<file path="config.mk">
export PLATFORM = sky130hd
export DESIGN_NAME = security_island
export DESIGN_NICKNAME = d
export VERILOG_FILES = /design/src/design/island_pkg.sv /design/src/design/security_island.sv /design/src/design/req_router.sv /design/src/design/rr_arbiter.sv /design/src/design/addr_decoder.sv /design/src/design/bit_sync.sv
export VERILOG_INCLUDE_DIRS = /design/src /design/src/design
export SDC_FILE = /design/constraint.sdc
export NUM_CORES = 1
export LEC_CHECK = 0
export ABC_AREA = 1
export BUFFER_PORTS_ARGS = -buffer_cell sky130_fd_sc_hd__buf_4
export CORE_AREA = 2 2 145 147
export CTS_CLUSTER_DIAMETER = 80
export CTS_CLUSTER_SIZE = 20
export DETAILED_ROUTE_END_ITERATION = 12
export DIE_AREA = 0 0 147 149
export PLACE_DENSITY = 0.52
export SLEW_MARGIN = 30
export SYNTH_ARGS = -nofsm -noshare
export SYNTH_HDL_FRONTEND = slang
export SYNTH_SLANG_ARGS = --single-unit
</file>
<file path="constraint.sdc">
create_clock -name clk_i -period 3.5 [get_ports clk_i]
set_input_delay 0.7 -clock clk_i [delete_from_list [all_inputs] [get_ports clk_i]]
set_output_delay 0.7 -clock clk_i [all_outputs]
set_load 0.01 [all_outputs]
</file>
<file path="src/design/island_defines.svh">
// Security island configuration
// Bus widths, initiator count, synchronizer depth and the
// two address rules of the system-side crossbar

`ifndef ISLAND_DEFINES_SVH
`define ISLAND_DEFINES_SVH

// Bus widths
`define ISL_ADDR_W        32
`define ISL_DATA_W        32

// Root-of-trust initiators, bridge port and DMA port
`define ISL_NUM_INIT      2

// Flops in each input synchronizer
`define ISL_SYNC_STAGES   3

// Host rule, base inclusive and end exclusive
`define ISL_HOST_BASE     32'h0001_0000
`define ISL_HOST_END      32'hA000_0000

// Cluster rule, same convention
`define ISL_CLS_BASE      32'hA100_0000
`define ISL_CLS_END       32'hB000_0000

`endif
</file>
<file path="src/design/island_pkg.sv">
// Security island types
// Address and data words, initiator index and the target
// select produced by the address decoder

`default_nettype none

`include "island_defines.svh"

package island_pkg;

   // Bus address
   typedef logic [`ISL_ADDR_W-1:0] addr_t;

   // Data word
   typedef logic [`ISL_DATA_W-1:0] data_t;

   // Index of one initiator
   typedef logic [$clog2(`ISL_NUM_INIT)-1:0] init_idx_t;

   // Routing target
   typedef enum logic [1:0] {
      TGT_HOST,
      TGT_CLS,
      TGT_NONE
   } tgt_sel_e;

endpackage

`default_nettype wire

</file>
<file path="src/design/security_island.sv">
// Security island top level
// Synchronizes fetch enable and interrupt into the clock domain
// and routes root-of-trust requests to the host or cluster port

`default_nettype none

`include "island_defines.svh"

module security_island (
   input  logic                                  clk_i,
   input  logic                                  rst_i,
   input  logic                                  fetch_en_i,
   input  logic                                  irq_i,
   output logic                                  irq_o,
   // Initiators
   input  logic [`ISL_NUM_INIT-1:0]              init_req_i,
   input  logic [`ISL_NUM_INIT-1:0]              init_we_i,
   input  island_pkg::addr_t [`ISL_NUM_INIT-1:0] init_addr_i,
   input  island_pkg::data_t [`ISL_NUM_INIT-1:0] init_wdata_i,
   output logic [`ISL_NUM_INIT-1:0]              init_gnt_o,
   output logic [`ISL_NUM_INIT-1:0]              init_rsp_o,
   output logic [`ISL_NUM_INIT-1:0]              init_err_o,
   output island_pkg::data_t                     init_rdata_o,
   // Host port
   output logic                                  host_req_o,
   output logic                                  host_we_o,
   output island_pkg::addr_t                     host_addr_o,
   output island_pkg::data_t                     host_wdata_o,
   input  logic                                  host_rsp_i,
   input  island_pkg::data_t                     host_rdata_i,
   // Cluster port
   output logic                                  cls_req_o,
   output logic                                  cls_we_o,
   output island_pkg::addr_t                     cls_addr_o,
   output island_pkg::data_t                     cls_wdata_o,
   input  logic                                  cls_rsp_i,
   input  island_pkg::data_t                     cls_rdata_i
);

   logic fetch_en_sync;

   //////////////////////////////////////////////////
   // Input synchronizers
   //////////////////////////////////////////////////

   bit_sync #(
      .Stages     ( `ISL_SYNC_STAGES ),
      .ResetValue ( 1'b0             )
   ) i_fetch_en_sync (
      .clk_i ( clk_i         ),
      .rst_i ( rst_i         ),
      .d_i   ( fetch_en_i    ),
      .q_o   ( fetch_en_sync )
   );

   bit_sync #(
      .Stages     ( `ISL_SYNC_STAGES ),
      .ResetValue ( 1'b0             )
   ) i_irq_sync (
      .clk_i ( clk_i ),
      .rst_i ( rst_i ),
      .d_i   ( irq_i ),
      .q_o   ( irq_o )
   );

   //////////////////////////////////////////////////
   // Router
   //////////////////////////////////////////////////

   req_router i_req_router (
      .clk_i        ( clk_i         ),
      .rst_i        ( rst_i         ),
      .fetch_en_i   ( fetch_en_sync ),
      .init_req_i   ( init_req_i    ),
      .init_we_i    ( init_we_i     ),
      .init_addr_i  ( init_addr_i   ),
      .init_wdata_i ( init_wdata_i  ),
      .init_gnt_o   ( init_gnt_o    ),
      .init_rsp_o   ( init_rsp_o    ),
      .init_err_o   ( init_err_o    ),
      .init_rdata_o ( init_rdata_o  ),
      .host_req_o   ( host_req_o    ),
      .host_we_o    ( host_we_o     ),
      .host_addr_o  ( host_addr_o   ),
      .host_wdata_o ( host_wdata_o  ),
      .host_rsp_i   ( host_rsp_i    ),
      .host_rdata_i ( host_rdata_i  ),
      .cls_req_o    ( cls_req_o     ),
      .cls_we_o     ( cls_we_o      ),
      .cls_addr_o   ( cls_addr_o    ),
      .cls_wdata_o  ( cls_wdata_o   ),
      .cls_rsp_i    ( cls_rsp_i     ),
      .cls_rdata_i  ( cls_rdata_i   )
   );

endmodule

`default_nettype wire

</file>
<file path="src/design/req_router.sv">
// Request router
// Arbitrates the root-of-trust initiators, routes one request
// at a time to the host or cluster port and returns a one-cycle
// response pulse to the initiator that issued it

`default_nettype none

`include "island_defines.svh"

module req_router (
   input  logic                                  clk_i,
   input  logic                                  rst_i,
   input  logic                                  fetch_en_i,
   // Initiators
   input  logic [`ISL_NUM_INIT-1:0]              init_req_i,
   input  logic [`ISL_NUM_INIT-1:0]              init_we_i,
   input  island_pkg::addr_t [`ISL_NUM_INIT-1:0] init_addr_i,
   input  island_pkg::data_t [`ISL_NUM_INIT-1:0] init_wdata_i,
   output logic [`ISL_NUM_INIT-1:0]              init_gnt_o,
   output logic [`ISL_NUM_INIT-1:0]              init_rsp_o,
   output logic [`ISL_NUM_INIT-1:0]              init_err_o,
   output island_pkg::data_t                     init_rdata_o,
   // Host port
   output logic                                  host_req_o,
   output logic                                  host_we_o,
   output island_pkg::addr_t                     host_addr_o,
   output island_pkg::data_t                     host_wdata_o,
   input  logic                                  host_rsp_i,
   input  island_pkg::data_t                     host_rdata_i,
   // Cluster port
   output logic                                  cls_req_o,
   output logic                                  cls_we_o,
   output island_pkg::addr_t                     cls_addr_o,
   output island_pkg::data_t                     cls_wdata_o,
   input  logic                                  cls_rsp_i,
   input  island_pkg::data_t                     cls_rdata_i
);

   import island_pkg::*;

   typedef enum logic [1:0] {
      ST_IDLE,
      ST_WAIT,
      ST_RESP
   } state_e;

   state_e    state_q;
   logic      arb_en;
   init_idx_t win_idx;
   tgt_sel_e  win_sel;
   logic      tgt_rsp;

   // Latched transaction
   init_idx_t idx_q;
   logic      we_q;
   addr_t     addr_q;
   data_t     wdata_q;
   tgt_sel_e  sel_q;
   data_t     rdata_q;

   //////////////////////////////////////////////////
   // Arbitration and decode
   //////////////////////////////////////////////////

   // Single outstanding, nothing before fetch enable
   assign arb_en = (state_q == ST_IDLE) && fetch_en_i;

   rr_arbiter #(
      .NumReq ( `ISL_NUM_INIT )
   ) i_rr_arbiter (
      .clk_i  ( clk_i      ),
      .rst_i  ( rst_i      ),
      .en_i   ( arb_en     ),
      .req_i  ( init_req_i ),
      .gnt_o  ( init_gnt_o )
   );

   always_comb begin
      win_idx = '0;
      for (int i = 0; i < `ISL_NUM_INIT; i++) begin
         if (init_gnt_o[i]) begin
            win_idx = init_idx_t'(i);
         end
      end
   end

   addr_decoder i_addr_decoder (
      .addr_i ( init_addr_i[win_idx] ),
      .sel_o  ( win_sel              )
   );

   //////////////////////////////////////////////////
   // Transaction FSM
   //////////////////////////////////////////////////

   assign tgt_rsp = ((sel_q == TGT_HOST) && host_rsp_i) ||
                    ((sel_q == TGT_CLS) && cls_rsp_i);

   always_ff @(posedge clk_i) begin
      if (rst_i) begin
         state_q <= ST_IDLE;
      end else begin
         case (state_q)
            ST_IDLE: begin
               // Unmapped requests answer at once
               if (|init_gnt_o) begin
                  state_q <= (win_sel == TGT_NONE) ? ST_RESP : ST_WAIT;
               end
            end
            ST_WAIT: begin
               if (tgt_rsp) begin
                  state_q <= ST_RESP;
               end
            end
            default: state_q <= ST_IDLE;
         endcase
      end
   end

   always_ff @(posedge clk_i) begin
      if (|init_gnt_o) begin
         idx_q   <= win_idx;
         we_q    <= init_we_i[win_idx];
         addr_q  <= init_addr_i[win_idx];
         wdata_q <= init_wdata_i[win_idx];
         sel_q   <= win_sel;
         rdata_q <= '0;
      end else if ((state_q == ST_WAIT) && tgt_rsp) begin
         rdata_q <= (sel_q == TGT_HOST) ? host_rdata_i : cls_rdata_i;
      end
   end

   // Target request level held until the target answers
   assign host_req_o   = (state_q == ST_WAIT) && (sel_q == TGT_HOST);
   assign host_we_o    = we_q;
   assign host_addr_o  = addr_q;
   assign host_wdata_o = wdata_q;

   assign cls_req_o    = (state_q == ST_WAIT) && (sel_q == TGT_CLS);
   assign cls_we_o     = we_q;
   assign cls_addr_o   = addr_q;
   assign cls_wdata_o  = wdata_q;

   always_comb begin
      for (int i = 0; i < `ISL_NUM_INIT; i++) begin
         init_rsp_o[i] = (state_q == ST_RESP) && (idx_q == init_idx_t'(i));
      end
   end

   assign init_err_o   = init_rsp_o & {`ISL_NUM_INIT{sel_q == TGT_NONE}};
   assign init_rdata_o = rdata_q;

endmodule

`default_nettype wire

</file>
<file path="src/design/rr_arbiter.sv">
// Round-robin arbiter
// Combinational one-hot grant over the request levels, with
// priority starting after the last winner. The pointer moves
// on the grant edge and holds while disabled.

`default_nettype none

`include "island_defines.svh"

module rr_arbiter #(
   parameter int unsigned NumReq = `ISL_NUM_INIT
) (
   input  logic              clk_i,
   input  logic              rst_i,
   input  logic              en_i,
   input  logic [NumReq-1:0] req_i,
   output logic [NumReq-1:0] gnt_o
);

   import island_pkg::*;

   init_idx_t last_q;
   init_idx_t win_idx;

   //////////////////////////////////////////////////
   // Grant selection
   //////////////////////////////////////////////////

   always_comb begin
      init_idx_t cand;
      logic      found;
      gnt_o   = '0;
      win_idx = last_q;
      found   = 1'b0;
      cand    = '0;
      if (en_i) begin
         // Scan starting one past the last winner
         for (int i = 1; i <= NumReq; i++) begin
            cand = init_idx_t'((int'(last_q) + i) % NumReq);
            if (!found && req_i[cand]) begin
               gnt_o[cand] = 1'b1;
               win_idx     = cand;
               found       = 1'b1;
            end
         end
      end
   end

   // Start so that requester 0 wins first
   always_ff @(posedge clk_i) begin
      if (rst_i) begin
         last_q <= init_idx_t'(NumReq - 1);
      end else if (|gnt_o) begin
         last_q <= win_idx;
      end
   end

endmodule

`default_nettype wire

</file>
<file path="src/design/addr_decoder.sv">
// Address decoder
// Matches a request address against the host and cluster
// rules and returns the target, or TGT_NONE on a miss

`default_nettype none

`include "island_defines.svh"

module addr_decoder (
   input  island_pkg::addr_t    addr_i,
   output island_pkg::tgt_sel_e sel_o
);

   import island_pkg::*;

   localparam addr_t HostBase = `ISL_HOST_BASE;
   localparam addr_t HostEnd  = `ISL_HOST_END;
   localparam addr_t ClsBase  = `ISL_CLS_BASE;
   localparam addr_t ClsEnd   = `ISL_CLS_END;

   logic host_hit;
   logic cls_hit;

   // Base inclusive, end exclusive
   assign host_hit = (addr_i >= HostBase) && (addr_i < HostEnd);
   assign cls_hit  = (addr_i >= ClsBase) && (addr_i < ClsEnd);

   always_comb begin
      if (host_hit) begin
         sel_o = TGT_HOST;
      end else if (cls_hit) begin
         sel_o = TGT_CLS;
      end else begin
         // Below host base, in the gap, or past cluster end
         sel_o = TGT_NONE;
      end
   end

endmodule

`default_nettype wire

</file>
<file path="src/design/bit_sync.sv">
// Level synchronizer
// Chain of flops bringing an asynchronous level input into
// the clock domain, read at the last stage

`default_nettype none

module bit_sync #(
   parameter int unsigned Stages     = 2,
   parameter logic        ResetValue = 1'b0
) (
   input  logic clk_i,
   input  logic rst_i,
   input  logic d_i,
   output logic q_o
);

   logic [Stages-1:0] sync_q;

   always_ff @(posedge clk_i) begin
      if (rst_i) begin
         sync_q <= {Stages{ResetValue}};
      end else begin
         sync_q[0] <= d_i;
         for (int i = 1; i < Stages; i++) begin
            sync_q[i] <= sync_q[i-1];
         end
      end
   end

   // Input delayed by exactly Stages edges
   assign q_o = sync_q[Stages-1];

endmodule

`default_nettype wire

</file>
## After elaboration in Yosys (flattened, before gate mapping)

Index checks and enable logic that the tools add are counted.

| word-level totals | value |
|---|---|
| flip-flop bits (word level) | 109 |
| input bits | 202 |
| output and inout port bits | 171 |
| logic and storage cells | 82 |

| operators by class | value |
|---|---|
| $add $sub $neg | 2 |
| order comparisons | 9 |
| equal/unequal tests | 7 |
| multiplexer cells | 30 |
| bitwise logic cells | 3 |
| reduce and logical (&&, ||, !) cells | 21 |

Operators with widths:

| kind | count |
|---|---|
| 32-bit 2-to-1 mux | 5 |
| 32-bit less-than comparator (second input constant) | 2 |
| 32-bit by 17-bit greater-or-equal comparator with 1-bit output (second input constant) | 1 |
| 32-bit greater-or-equal comparator (second input constant) | 1 |
| 2-bit 2-to-1 mux | 9 |
| 1-bit logical AND | 13 |
| 1-bit 2-to-1 mux | 13 |
| 2-bit equality test (second input constant) | 3 |
| 1-bit by 2-bit less-than comparator with 1-bit output (second input constant) | 3 |
| 2-bit by 1-bit equality test with 1-bit output (second input constant) | 2 |
| 2-bit logical NOT | 2 |
| 2-bit one-hot mux with 2 select lines | 1 |
| 3-bit AND reduction | 1 |
| 1-bit adder (second input constant) | 2 |
| 2-bit AND | 1 |
| 1-bit demux with 1-bit select | 2 |
| 1-bit greater-or-equal comparator (second input constant) | 2 |
| 2-bit by 1-bit inequality test with 1-bit output (second input constant) | 1 |
| 2-bit inequality test (second input constant) | 1 |
| 2-bit OR | 1 |
| 2-bit AND reduction | 1 |
| 2-bit nonzero test | 1 |
| 2-bit OR reduction | 1 |
| 1-bit logical NOT | 1 |
| 2 further kinds | 2 |

## Logic depth before layout (Yosys ltp)

| logic depth | value |
|---|---|
| depth in word-level cells | 21 |
| mapped depth | 15 |
| depth with buffers taken out | 14 |

## Hierarchy

Synthesis repeated with hierarchy kept, for this count alone.

| second synthesis, totals | value |
|---|---|
| cell total of the unflattened synthesis | 731 |
| area, all modules | 5614.1 µm² |

By module, submodules not included:

| module | instances | cells an instance | area each (µm²) | seq. area each (µm²) |
|---|---|---|---|---|
| req_router | 1 | 683 | 5298.8 | 2722.6 |
| bit_sync | 2 | 9 | 82.6 | 60.1 |
| addr_decoder | 1 | 20 | 91.3 | 0.0 |
| rr_arbiter | 1 | 10 | 58.8 | 20.0 |

## Least setup slack after synthesis

Ideal clock, no wire load.

| timing | value |
|---|---|
| path type | input -> register |
| start | input init_req_i[1] |
| end | register i_req_router.addr_q[0] (netlist: i_req_router.cls_addr_o[0]), enable pin |
| library setup time | 379 ps |
| data arrival time | 2001 ps |
| required time | 3121 ps |
| slack | 1120 ps |
| stages | 8 |
| path buffers | 1 |
| cells stage by stage | inv_1 -> nor2_1 -> inv_1 -> nand2_1 -> nor2_1 -> nor2_8 -> inv_2 -> buf_4 |

| on the way | value |
|---|---|
| longest elaborated chain between the ends | 9 |
| elaborated cells between the ends (all ways) | 14 |
| those cells by class | 10 x mux; 1 x bitwise; 3 x reduce/logical |

Ends and longest elaborated chain:

| item | RTL line | RTL |
|---|---|---|
| from (decl) | security_island.sv:16 | `` input logic [`ISL_NUM_INIT-1:0] init_req_i, `` |
| 1-bit 2-to-1 mux (implied by the code) (2 in series) | rr_arbiter.sv:40 | `if (!found && req_i[cand]) begin` |
| 1-bit 2-to-1 mux | rr_arbiter.sv:40 |  |
| 1-bit 2-to-1 mux | rr_arbiter.sv:36 | `if (en_i) begin` |
| 1-bit logical NOT | rr_arbiter.sv:40 |  |
| 1-bit logical AND | rr_arbiter.sv:40 |  |
| 2-bit 2-to-1 mux * | rr_arbiter.sv:40 |  |
| 2-bit 2-to-1 mux * | rr_arbiter.sv:36 |  |
| named net init_gnt_o[0] | security_island.sv:20 | `` output logic [`ISL_NUM_INIT-1:0] init_gnt_o, `` |
| 2-bit OR reduction * | req_router.sv:121 | `if (\|init_gnt_o) begin` |
| to (signal assigned) | req_router.sv:124 | `addr_q <= init_addr_i[win_idx];` |
| to (decl) | req_router.sv:56 | `addr_t addr_q;` |

The timed path passes the listed nets; every way through them passes the cells marked *. The select of a mux whose other input is x is not followed.
A chain may end at the register's enable or synchronous reset.

## Worst setup path after layout

| timing | value |
|---|---|
| start | register i_req_router.sel_q[1] |
| end | output host_req_o |

| on the way | value |
|---|---|
| longest elaborated chain between the ends | 2 |

Ends and longest elaborated chain:

| item | RTL line | RTL |
|---|---|---|
| from (decl) | req_router.sv:58 | `tgt_sel_e sel_q;` |
| from (signal assigned) | req_router.sv:126 | `sel_q <= win_sel;` |
| 2-bit logical NOT | req_router.sv:134 | `assign host_req_o = (state_q == ST_WAIT) && (sel_q == TGT_HOST);` |
| 1-bit logical AND | req_router.sv:134 |  |
| to (decl) | security_island.sv:25 | `output logic host_req_o,` |

Every way passes these cells.

==> results.json <==
{
  "row_count": 53,
  "clk_latency_ns": 0.35,
  "arrival_ns": 1.86,
  "syn_area_per_cell_sq_um": 8.697,
  "cts_hold_buf": 0,
  "drcViolationCount": 0,
  "path_class": "flop to output port",
  "setup_violations": 0,
  "die_w_um": 147,
  "ys_seq_elements": 109,
  "stdcell_count": 1186,
  "drive_gt1_share_pct": 45.88,
  "worst_setup_path_end_kind": "output port",
  "viasPerCell": 4.156,
  "ys_warn_count": 0,
  "drtIter0Drc": 181,
  "antenna_found_initial": 0,
  "grt_setup_unrepaired": "no",
  "cts.root.buffer_cell": "clkbuf_16",
  "path_cells": "nor2_2 -> buf_4 -> inv_1 -> buf_4 -> nor2_1 -> buf_4",
  "path_max_fanout": 34,
  "wl_um": 17730,
  "skew_ns": 0.008850,
  "grtUsageTotal_pct": 15.29,
  "ioPinCount": 373,
  "synth_top_cells_by_count": "nand2_1, buf_4, edfxtp_1, dfxtp_1, nor2_1",
  "synth_cell_types": 28,
  "synth.cell_area_sq_mm": 0.005323,
  "grt_pass1_vias": 4663,
  "r2r_end": "i_req_router.sel_q[1]",
  "relSlewSlack_pct": 51.35,
  "yosysSeqAreaShare_pct": 53.78,
  "port_buffers": 372,
  "fin_total_pwr_uw": 3044,
  "max_stage_delay_ns": 0.44,
  "min_from": "i_irq_sync.sync_q[1]",
  "synthArstFlopShare_pct": 0,
  "cp-start-kind": "flop",
  "whs_path_depth": 2,
  "hold_path.class": "flop to flop",
  "clkSinkCount": 109,
  "syn_nets": 814,
  "ctsResizeCount": 0,
  "initial_utilization_pct": 25.89,
  "synth-edff-count": 68,
  "wl_per_cell_um": 14.95,
  "crit-reg2reg-launch": "i_req_router.i_rr_arbiter.last_q",
  "die_h_um": 149,
  "dieArea_sq_mm": 0.02190,
  "wl_met3_um": 1489,
  "fin_crit_ns": 2.565,
  "synthCells": 612,
  "nets": 1108,
  "numCtsBuffers": 9,
  "postCtsSetupBuffers": 0,
  "synth_ff_type": "edfxtp_1",
  "yosysTopAreaCell": "edfxtp_1",
  "grt_pass1_wl_um": 25720,
  "maxUsedRoutingLayer": "met4",
  "path_clk_slew_ns": 0.08,
  "overflow": 0,
  "synth_area_leaders": "edfxtp_1, nand2_1, dfxtp_1, buf_4, nor2_1",
  "grt_max_degree": 72,
  "reg2reg_depth": 11,
  "firstDrtPassIters": 4,
  "period_share_pct": 73.29,
  "whs_endpoint": "i_irq_sync.sync_q[2]",
  "slew_violations": 0,
  "core_sq_mm": 0.02056,
  "placedCellCount": 1170,
  "place.gp.congestion": 0.8119,
  "dp_hpwl_um": 13820,
  "n_fill_cell": 2126,
  "wl_met2_um": 9416,
  "cts_tree": "built",
  "worst_slew_pin_slew_ns": 0.7298,
  "max-clock-path-buffers": 2,
  "synth_top_area_share_pct": 38.36,
  "dr_total_vias": 4929,
  "cp.required_ns": 2.80,
  "diodes": 0,
  "cap_violations": 0,
  "slowest_stage": "edfxtp_1",
  "status": "completed",
  "area_growth_pct": 53.88,
  "ant_nets": 0,
  "tns_ns": 0,
  "final-hold-violation-count": 0,
  "peakVddDrop_mv": 0.2704,
  "powerDensity_mw_per_mm2": 371.7,
  "p_leak_uw": 0.003971,
  "crit_top_cell": "buf_4",
  "max_freq_mhz": 389.9,
  "drt-met1-wl_um": 6683,
  "synth_most_common_cell": "nand2_1",
  "r2r_setup_slack_ns": 1.25,
  "htreeDepth": 3
}
[logic make-up after synthesis]
group           after synthesis  synth area share (%)
buf+inv                     118                 13.80
compound gates               60                 7.287
flops                       109                 53.78
simple gates                325                 25.13
[per-layer routing]
layer  track usage, %  vias up
met4            3.173        0
met2            28.24      206
met1            17.31     2206
met3            4.985        9
li1                 -     2508
met5                0        -
[stage by stage]
stage | setup slack (ns) | cell area [sq um] | util (%) | hold slack, ns
detailed placement | 0.8133 | 7880 | 38.33 | 0.3936
finish | 0.9350 | 8190 | 39.84 | 0.4038
global placement | 0.8770 | 7880 | 38.33 | 0.3909
CTS | 0.8843 | 8190 | 39.84 | 0.4066
floorplan | 1.120 | 5323 | - | 0.3883
global route | 0.7843 | 8190 | 39.84 | 0.4310
[cells in the final DEF, fill, tap and decap left out, types with 2 or more instances in the layout]
cell type	instances
nor3_1	2
nor4_1	2
nand3_1	2
inv_2	2
clkbuf_16	9
nor2_8	2
a21oi_2	2
a31oi_1	18
nand2_2	9
edfxtp_1	68
buf_4	377
a311oi_1	14
dfxtp_1	41
inv_1	20
nor2_1	36
o21bai_1	2
inv_8	2
nor2_4	2
nand2_1	261
nand2_4	5
o21ai_0	22
nor2_2	2
[report_power, final]
part,switching [uW],total (uW),internal (uW)
clock network,494,1080,588
logic,197,488,291
registers,36.8,1470,1440
[critical path, delay by kind of cell (launching register included)]
| kind | cells | cell delay (ns) |
|---|---|---|
| buffers and inverters | 4 | 0.80 |
| DFF | 1 | 0.44 |
| and+or+nand+nor | 2 | 0.26 |
[cell type report]
| cell class | count | area, sq um | share of cell area, % |
|---|---|---|---|
| Sequential cell | 109 | 2863 | 34.95 |
| Inverter | 23 | 87.58 | 1.069 |
| Tap cell | 275 | 344.1 | 4.201 |
| Clock buffer | 11 | 242.7 | 2.964 |
| Timing Repair Buffer | 378 | 2850 | 34.80 |
| Multi-Input combinational cell | 385 | 1735 | 21.19 |
| Clock inverter | 5 | 67.56 | 0.8249 |
[worst max path at each step]
stage | depth (start not counted) | to | startpoint | slack (ns)
finish | 6 | host_req_o | i_req_router.sel_q[1] | 0.94
global route | 6 | host_req_o | i_req_router.sel_q[1] | 0.78
CTS | 6 | host_req_o | i_req_router.sel_q[1] | 0.88
detailed placement | 12 | i_req_router.sel_q[1] | init_req_i[0] | 0.81
global placement | 12 | i_req_router.sel_q[1] | init_req_i[0] | 0.88
floorplan | 8 | i_req_router.cls_addr_o[0] | init_req_i[1] | 1.12
[flip-flops by register name, summed over array words and instances, names as in the netlist]
register	flops
i_fetch_en_sync.sync_q	3
i_irq_sync.sync_q	3
i_req_router.cls_addr_o	32
i_req_router.cls_wdata_o	32
i_req_router.cls_we_o	1
i_req_router.i_rr_arbiter.last_q	1
i_req_router.idx_q	1
i_req_router.init_rdata_o	32
i_req_router.sel_q	2
i_req_router.state_q	2
(Power assumes the default switching activity.)
